### src/monitor_settings.svh
`ifndef MONITOR_SETTINGS_SVH
`define MONITOR_SETTINGS_SVH

// ******************************
// Transaction tracking widths
// ******************************

// Outstanding transaction count per direction
`define MON_COUNT_BW 4
// Inactive cycle counter inside the watchdog
`define MON_WAIT_BW 16
// Number of timeouts seen, saturating
`define MON_EVENT_BW 8

// Inactive busy cycles that make one timeout
`define MON_STALL_LIMIT 40

// ******************************
// Register interface widths
// ******************************

// Byte address, four word registers
`define MON_ADDR_BW 4
`define MON_DATA_BW 32

`endif
### src/monitor_types_pkg.sv
`include "monitor_settings.svh"

// Vector types shared by the trackers, the CSR block and the top level
package monitor_types_pkg;

	// Outstanding count of one direction
	typedef logic [`MON_COUNT_BW-1:0] count_t;

	// Inactive busy cycles since last progress
	typedef logic [`MON_WAIT_BW-1:0] wait_t;

	// Timeout event counter
	typedef logic [`MON_EVENT_BW-1:0] event_t;

	// ******************************
	// Register interface
	// ******************************

	// Read and write data word
	typedef logic [`MON_DATA_BW-1:0] csr_data_t;

	// Byte address inside the register block
	typedef logic [`MON_ADDR_BW-1:0] csr_addr_t;

endpackage

### src/monitor_csr_pkg.sv
// Register map and handshake FSM states of the CSR slave
package monitor_csr_pkg;

	import monitor_types_pkg::*;

	// Word aligned register offsets
	typedef enum csr_addr_t
	{
		// Enable bits
		REG_CTRL     = 'h0,
		// Idle, sticky errors and counts
		REG_STATUS   = 'h4,
		// Write side watchdog
		REG_WR_STALL = 'h8,
		// Read side watchdog
		REG_RD_STALL = 'hC
	} reg_offset_t;

	// Write channel, AW and W taken together
	typedef enum logic {WR_IDLE, WR_RESP} wr_state_t;

	// Read channel
	typedef enum logic {RD_IDLE, RD_DATA} rd_state_t;

endpackage

### src/axi_lite_txn_monitor.sv
`timescale 1ns/1ps

module axi_lite_txn_monitor
	import monitor_types_pkg::*;
(
	input  logic      munoc_port_4,
	input  logic      munoc_port_6,
	// Observed bus, handshake signals only
	input  logic      mon_awvalid,
	input  logic      mon_awready,
	input  logic      mon_bvalid,
	input  logic      mon_bready,
	input  logic      mon_arvalid,
	input  logic      mon_arready,
	input  logic      mon_rvalid,
	input  logic      mon_rready,
	// Register access
	input  csr_addr_t s_awaddr,
	input  logic      s_awvalid,
	output logic      s_awready,
	input  csr_data_t s_wdata,
	input  logic      s_wvalid,
	output logic      s_wready,
	output logic[1:0] s_bresp,
	output logic      s_bvalid,
	input  logic      s_bready,
	input  csr_addr_t s_araddr,
	input  logic      s_arvalid,
	output logic      s_arready,
	output csr_data_t s_rdata,
	output logic[1:0] s_rresp,
	output logic      s_rvalid,
	input  logic      s_rready
);

	logic aw_evt, b_evt, ar_evt, r_evt;
	logic wr_enable, rd_enable;
	count_t wr_count, rd_count;
	logic wr_idle, rd_idle;
	logic wr_error, rd_error;
	wait_t wr_wait, rd_wait;
	event_t wr_events, rd_events;

	// Transfers on the observed bus
	assign aw_evt = mon_awvalid & mon_awready;
	assign b_evt  = mon_bvalid & mon_bready;
	assign ar_evt = mon_arvalid & mon_arready;
	assign r_evt  = mon_rvalid & mon_rready;

	// Write side, requests on AW and completions on B
	outstanding_tracker i_wr_tracker
	(
		.munoc_port_4 (munoc_port_4), .munoc_port_6 (munoc_port_6),
		.enable (wr_enable), .up (aw_evt), .down (b_evt),
		.count (wr_count), .idle (wr_idle), .error (wr_error),
		.wait_cycles (wr_wait), .timeout_events (wr_events)
	);

	// Read side, requests on AR and completions on R
	outstanding_tracker i_rd_tracker
	(
		.munoc_port_4 (munoc_port_4), .munoc_port_6 (munoc_port_6),
		.enable (rd_enable), .up (ar_evt), .down (r_evt),
		.count (rd_count), .idle (rd_idle), .error (rd_error),
		.wait_cycles (rd_wait), .timeout_events (rd_events)
	);

	monitor_csr i_csr (.*);

endmodule

### src/monitor_csr.sv
`timescale 1ns/1ps
`include "monitor_settings.svh"

module monitor_csr
	import monitor_types_pkg::*;
	import monitor_csr_pkg::*;
(
	input  logic      munoc_port_4,
	input  logic      munoc_port_6,
	// AXI4-Lite slave
	input  csr_addr_t s_awaddr,
	input  logic      s_awvalid,
	output logic      s_awready,
	input  csr_data_t s_wdata,
	input  logic      s_wvalid,
	output logic      s_wready,
	output logic[1:0] s_bresp,
	output logic      s_bvalid,
	input  logic      s_bready,
	input  csr_addr_t s_araddr,
	input  logic      s_arvalid,
	output logic      s_arready,
	output csr_data_t s_rdata,
	output logic[1:0] s_rresp,
	output logic      s_rvalid,
	input  logic      s_rready,
	// Control to the trackers
	output logic      wr_enable,
	output logic      rd_enable,
	// Write tracker status
	input  count_t    wr_count,
	input  logic      wr_idle,
	input  logic      wr_error,
	input  wait_t     wr_wait,
	input  event_t    wr_events,
	// Read tracker status
	input  count_t    rd_count,
	input  logic      rd_idle,
	input  logic      rd_error,
	input  wait_t     rd_wait,
	input  event_t    rd_events
);

	wr_state_t wr_state;
	rd_state_t rd_state;
	logic wr_accept;
	logic rd_accept;
	logic [1:0] ctrl_q;
	logic wr_err_q;
	logic rd_err_q;
	csr_data_t read_word;

	// ******************************
	// Handshakes
	// ******************************

	// Address and data are taken in the same cycle
	assign s_awready = s_awvalid & s_wvalid & (wr_state == WR_IDLE);
	assign s_wready  = s_awready;
	assign wr_accept = s_awready;
	assign s_bvalid  = (wr_state == WR_RESP);
	assign s_bresp   = 2'b00;

	assign s_arready = (rd_state == RD_IDLE);
	assign rd_accept = s_arvalid & s_arready;
	assign s_rvalid  = (rd_state == RD_DATA);
	assign s_rresp   = 2'b00;

	always_ff @(posedge munoc_port_4 or negedge munoc_port_6)
	begin
		if (!munoc_port_6)
		begin
			wr_state <= WR_IDLE;
			rd_state <= RD_IDLE;
		end
		else
		begin
			// Held response blocks the next write
			case (wr_state)
				WR_IDLE: if (wr_accept) wr_state <= WR_RESP;
				WR_RESP: if (s_bready) wr_state <= WR_IDLE;
			endcase
			case (rd_state)
				RD_IDLE: if (rd_accept) rd_state <= RD_DATA;
				RD_DATA: if (s_rready) rd_state <= RD_IDLE;
			endcase
		end
	end

	// ******************************
	// Control and sticky errors
	// ******************************

	always_ff @(posedge munoc_port_4 or negedge munoc_port_6)
	begin
		if (!munoc_port_6)
		begin
			ctrl_q   <= 2'b11;
			wr_err_q <= 1'b0;
			rd_err_q <= 1'b0;
		end
		else
		begin
			if (wr_accept && (s_awaddr == REG_CTRL))
				ctrl_q <= s_wdata[1:0];
			// New error wins over a clear in the same cycle
			if (wr_error)
				wr_err_q <= 1'b1;
			else if (wr_accept && (s_awaddr == REG_STATUS) && s_wdata[2])
				wr_err_q <= 1'b0;
			if (rd_error)
				rd_err_q <= 1'b1;
			else if (wr_accept && (s_awaddr == REG_STATUS) && s_wdata[3])
				rd_err_q <= 1'b0;
		end
	end

	assign wr_enable = ctrl_q[0];
	assign rd_enable = ctrl_q[1];

	// Read data mux, unmapped offsets give zero
	always_comb
	begin
		read_word = '0;
		case (s_araddr)
			REG_CTRL:
				read_word[1:0] = ctrl_q;
			REG_STATUS:
			begin
				read_word[3:0] = {rd_err_q, wr_err_q, rd_idle, wr_idle};
				read_word[8 +: `MON_COUNT_BW]  = wr_count;
				read_word[12 +: `MON_COUNT_BW] = rd_count;
			end
			REG_WR_STALL:
			begin
				read_word[0 +: `MON_WAIT_BW]   = wr_wait;
				read_word[16 +: `MON_EVENT_BW] = wr_events;
			end
			REG_RD_STALL:
			begin
				read_word[0 +: `MON_WAIT_BW]   = rd_wait;
				read_word[16 +: `MON_EVENT_BW] = rd_events;
			end
			default:
				read_word = '0;
		endcase
	end

	// Captured on the address handshake and held for the response
	always_ff @(posedge munoc_port_4)
	begin
		if (rd_accept)
			s_rdata <= read_word;
	end

	a_bvalid_hold: assert property (
		@(posedge munoc_port_4) disable iff (!munoc_port_6)
		(s_bvalid && !s_bready) |=> s_bvalid
	);

	a_rdata_stable: assert property (
		@(posedge munoc_port_4) disable iff (!munoc_port_6)
		(s_rvalid && !s_rready) |=> $stable(s_rdata)
	);

endmodule

### src/outstanding_tracker.sv
`timescale 1ns/1ps

module outstanding_tracker
	import monitor_types_pkg::*;
(
	input  logic   munoc_port_4,
	input  logic   munoc_port_6,
	input  logic   enable,
	input  logic   up,
	input  logic   down,
	output count_t count,
	output logic   idle,
	output logic   error,
	output wait_t  wait_cycles,
	output event_t timeout_events
);

	// Net direction of this cycle, only when enabled
	logic inc;
	logic dec;
	// Response seen with nothing outstanding
	logic underflow;
	logic timeout;

	assign inc = enable & up & ~down;
	assign dec = enable & down & ~up;

	// ******************************
	// Outstanding counter
	// ******************************

	always_ff @(posedge munoc_port_4 or negedge munoc_port_6)
	begin
		if (!munoc_port_6)
		begin
			count     <= '0;
			underflow <= 1'b0;
		end
		else
		begin
			underflow <= dec && (count == '0);
			// Saturates at both ends, up and down together cancel
			if (inc && (count != '1))
				count <= count + 1'b1;
			else if (dec && (count != '0))
				count <= count - 1'b1;
		end
	end

	assign idle = (count == '0);

	// Underflow and stall share one error line
	assign error = underflow | timeout;

	// ******************************
	// Stall detection
	// ******************************

	stall_watchdog i_watchdog
	(
		.munoc_port_4   (munoc_port_4),
		.munoc_port_6   (munoc_port_6),
		.enable         (enable),
		.busy           (~idle),
		.activity       (up | down),
		.timeout        (timeout),
		.wait_cycles    (wait_cycles),
		.timeout_events (timeout_events)
	);

	// More requests than the counter can hold
	a_no_overflow: assert property (
		@(posedge munoc_port_4) disable iff (!munoc_port_6)
		inc |-> (count != '1)
	);

endmodule

### src/stall_watchdog.sv
`timescale 1ns/1ps
`include "monitor_settings.svh"

module stall_watchdog
	import monitor_types_pkg::*;
(
	input  logic   munoc_port_4,
	input  logic   munoc_port_6,
	input  logic   enable,
	input  logic   busy,
	input  logic   activity,
	output logic   timeout,
	output wait_t  wait_cycles,
	output event_t timeout_events
);

	// Value held one cycle before the limit would be reached
	localparam wait_t LAST_WAIT = wait_t'(`MON_STALL_LIMIT - 1);

	logic at_limit;

	assign at_limit = (wait_cycles == LAST_WAIT);

	always_ff @(posedge munoc_port_4 or negedge munoc_port_6)
	begin
		if (!munoc_port_6)
		begin
			timeout        <= 1'b0;
			wait_cycles    <= '0;
			timeout_events <= '0;
		end
		else
		begin
			// Single cycle pulse by default
			timeout <= 1'b0;
			if (enable)
			begin
				// Nothing outstanding, nothing to wait for
				if (!busy)
					wait_cycles <= '0;
				// Progress on the bus restarts the measure
				else if (activity)
					wait_cycles <= '0;
				// Limit reached: fire and start a new window
				else if (at_limit)
				begin
					timeout     <= 1'b1;
					wait_cycles <= '0;
					if (timeout_events != '1)
						timeout_events <= timeout_events + 1'b1;
				end
				else
					wait_cycles <= wait_cycles + 1'b1;
			end
		end
	end

	// A timeout only follows a cycle with outstanding work
	a_timeout_after_busy: assert property (
		@(posedge munoc_port_4) disable iff (!munoc_port_6)
		timeout |-> $past(busy)
	);

endmodule

### config.mk
export PLATFORM = sky130hd
export DESIGN_NAME = axi_lite_txn_monitor
export DESIGN_NICKNAME = d
export VERILOG_FILES = /design/src/monitor_types_pkg.sv /design/src/monitor_csr_pkg.sv /design/src/axi_lite_txn_monitor.sv /design/src/monitor_csr.sv /design/src/outstanding_tracker.sv /design/src/stall_watchdog.sv
export VERILOG_INCLUDE_DIRS = /design/src
export SDC_FILE = /design/constraint.sdc
export NUM_CORES = 1
export LEC_CHECK = 0
export BUFFER_PORTS_ARGS = -buffer_cell sky130_fd_sc_hd__clkbuf_2
export CORE_MARGIN = 4
export CORE_UTILIZATION = 62
export CTS_BUF_LIST = sky130_fd_sc_hd__clkbuf_8
export DETAILED_ROUTE_END_ITERATION = 12
export PLACE_DENSITY = 0.88
export SYNTH_ARGS = -nofsm -noshare
export SYNTH_HDL_FRONTEND = slang
export SYNTH_SLANG_ARGS = --single-unit
### constraint.sdc
create_clock -name munoc_port_4 -period 6.9 [get_ports munoc_port_4]
set_clock_uncertainty 0.05 [all_clocks]
set_input_delay 1.38 -clock munoc_port_4 [delete_from_list [all_inputs] [get_ports munoc_port_4]]
set_output_delay 1.38 -clock munoc_port_4 [all_outputs]
set_load 0.03 [all_outputs]
==> key figures <==
Critical path
  • Reg-to-Reg Start: i_csr.ctrl_q[0]$_DFFE_PN1P_
  • CP max stage cell: clkbuf_2
  • WP depth: 4
  • Worst path max stage delay: 200 ps
  • Critical path endpoint category: output pin
  • R2r endpoint: i_wr_tracker.count[3]$_DFFE_PN0P_
  • Critical path origin: s_awvalid
  • WP data required: 5470 ps
  • Crit-path max FO: 3
  • Worst reg-to-reg setup slack: 4250 ps
  • Worst setup SP type: primary input
  • CP endpoint: s_awready
  • CP arrival: 1850 ps
  • R2R cell count: 8
  • Setup CP Type: in -> out
  • Buf+Inv Stages, Crit Path: 3
  • Critical-path cell list: clkbuf_2 > nand3_1 > inv_1 > clkbuf_2
  • Crit-path leading delay family: buffers and inverters
  • CP dominant cell by count: clkbuf_2

Logic synthesis
  • Synthesis Warnings: 0
  • Mapped Area: 0.004830 sq mm
  • Sequential area share after synthesis: 49.17%
  • Cells after Synth: 448
  • Top cell type's share of synthesized area: 33.16%
  • Synth top cells by count: 64 x dfrtp_1, 39 x nor2_1, 34 x nand2_1
  • Ranking of synthesized cells by area: dfrtp_1 33%, edfxtp_1 15%, mux2_2 4.7%
  • Most used DFF post-synth: dfrtp_1
  • Fraction of registers with async set/reset: 73.33%
  • Mean Syn Cell Area: 10.78 sq um
  • Post-synth EDFFs: 24
  • Synth Register Bits: 90
  • Largest area contributor in the netlist: dfrtp_1
  • Yosys cell types: 60
  • Most common cell in the netlist: dfrtp_1

Min path
  • Worst min-delay path category: reg -> reg

Timing
  • Tightest Pin Transition: 1262 ps
  • Total Neg Setup Slack: 0 ps
  • Fmax: 305.1 MHz
  • Slew HR: 15.46%
  • Setup violators final: 0
  • Unrepaired setup endpoints after global routing: false
  • Final Max Tran Viols: 0
  • Hold Fails Final Rpt: 0
  • Minimum clock period: 3277 ps
  • Final worst-path cycle share: 47.50%

Layout
  • Nets: 556
  • Fillers: 520
  • Fin util: 71.64%
  • Non-Filler Instances: 595
  • Area grow syn2layout: 9.896%
  • Post-Layout Inst Area: 0.005308 sq mm
  • Antenna diode count: 0
  • Share of cells above drive strength 1: 22.78%

Clock network
  • Number of H-tree levels: 3
  • Worst-case clock buffer depth: 2
  • Clock-pin slew on the worst setup and hold paths: 90 ps
  • Hold-fix buffers, CTS: 0
  • CTS root buf: clkbuf_8
  • Num CTS Buffers: 9
  • TritonCTS clock tree: yes
  • # resized after CTS: 0
  • Setup Fix Bufs, Post-CTS: 0
  • Worst skew pair latency: 370 ps
  • CTS Sinks: 90

Pwr
  • Tot Pwr: 1406 uW
  • Leakage power: 0.002338 uW
  • Peak supply drop: 0.1618 mV
  • Power Density: 264.9 mW/mm^2

Route
  • Routed WL: 10720 microns
  • Vias: 3697
  • Antenna Nets Post-Route: 0
  • DR DRC count: 0
  • Avg Vias per Cell: 6.213
  • Wire length per cell: 18.02 microns
  • DRT Pass-1 Iters: 5
  • DR iter-0 viols: 227

Die
  • Die area: 0.009266 sq mm
  • Initial Utilization: 65.19%
  • Std cell rows: 31
  • Die Wd: 96.26 microns
  • Area of the core: 0.007408 sq mm
  • Top Ports: 96
  • Die height: 96.26 microns

Run status
  • Outcome: complete, no violations

GRT
  • Congestion Overflow GR: 0
  • Initial antenna violation count: 0
  • GR Util All Layers: 24.85%
  • Vias in the first global route: 3640
  • Largest net degree at the start of global routing: 67
  • First-pass GRT wire length: 17520 microns

Flow run
  • Max-cap violations: 0

Placement
  • Area after DPL: 0.005091 sq mm
  • Gpl congestion: 0.8675
  • Hpwl dp: 7450 microns
  • Placed cells: 579
  • PortBufs: 55
layout by cell type (no fill, tap or decap), types with 12 or more instances in the layout:
master and count:
clkbuf_2 55, conb_1 12, dfrtp_1 64, edfxtp_1 24, mux2_2 20, nand2_1 34
nand3_1 18, nand4_1 19, nor2_1 39, xor2_1 18
metrics by stage:
stage / hold WS [ps] / setup slack, ps
floorplan: 362.7 / 3563
global placement: 371.7 / 3631
detailed placement: 381.8 / 3533
CTS: 402.3 / 3623
global route: 408.2 / 3547
finish: 395.7 / 3623
power by group:
part	switching, uW	internal (uW)	total (uW)
combinational	167	134	301
sequential	99.0	614	713
clock	188	204	392
routing by layer:
layer	part of all wire [%]	wire, microns	GRT usage, %	vias up
li1	-	-	-	1716
met1	42	4492	31.95	1804
met2	50	5342	41.92	157
met3	6.2	670	3.753	20
met4	2.0	218	10.19	0
met5	0	0	0	-
logic make-up after synthesis:
logic type | after synthesis | synth area share [%]
AO/OA/AOI/OAI | 75 | 11.50
buffers and inverters | 44 | 4.611
other | 1 | 0.07765
XOR/XNOR | 28 | 5.078
multiplexers | 30 | 7.047
flip-flops | 90 | 49.17
AND/OR/NAND/NOR | 170 | 19.61
adder cells (fa/ha/maj) | 10 | 2.902
area by class of cell:
cell class              count  area, sq um  area share [%]
repair buffers             56        282.8           5.328
well taps                  99        123.9           2.334
clock buffers               9        123.9           2.334
inverters                   9        33.78          0.6365
flip-flops and latches     90         2375           44.74
multi-input cells         325         2276           42.88
clock inverters             7        92.59           1.744
worst min path at each step:
| stage | startpoint | end | slack (ps) | cells past startpoint |
|---|---|---|---|---|
| 2_1_floorplan | i_rd_tracker.i_watchdog.timeout$_DFF_PN0_ | i_csr.rd_err_q$_DFFE_PN0P_ | 360 | 1 |
| 3_3_place_gp | i_wr_tracker.underflow$_DFF_PN0_ | i_csr.wr_err_q$_DFFE_PN0P_ | 370 | 1 |
| 3_5_place_dp | i_wr_tracker.i_watchdog.timeout$_DFF_PN0_ | i_csr.wr_err_q$_DFFE_PN0P_ | 380 | 1 |
| 4_1_cts | i_wr_tracker.i_watchdog.timeout$_DFF_PN0_ | i_csr.wr_err_q$_DFFE_PN0P_ | 400 | 1 |
| 5_1_grt | i_rd_tracker.i_watchdog.timeout$_DFF_PN0_ | i_csr.rd_err_q$_DFFE_PN0P_ | 410 | 1 |
| 6_report | i_wr_tracker.i_watchdog.timeout$_DFF_PN0_ | i_csr.wr_err_q$_DFFE_PN0P_ | 400 | 1 |
sequential cells by signal, summed over array words and instances (netlist names), 2 cells and up:
register,flops
i_wr_tracker.i_watchdog.timeout_events,8
i_wr_tracker.count,4
i_csr.s_rdata,24
i_rd_tracker.i_watchdog.timeout_events,8
i_rd_tracker.count,4
i_csr.ctrl_q,2
i_rd_tracker.i_watchdog.wait_cycles,16
i_wr_tracker.i_watchdog.wait_cycles,16
(Power assumes the default switching activity.)
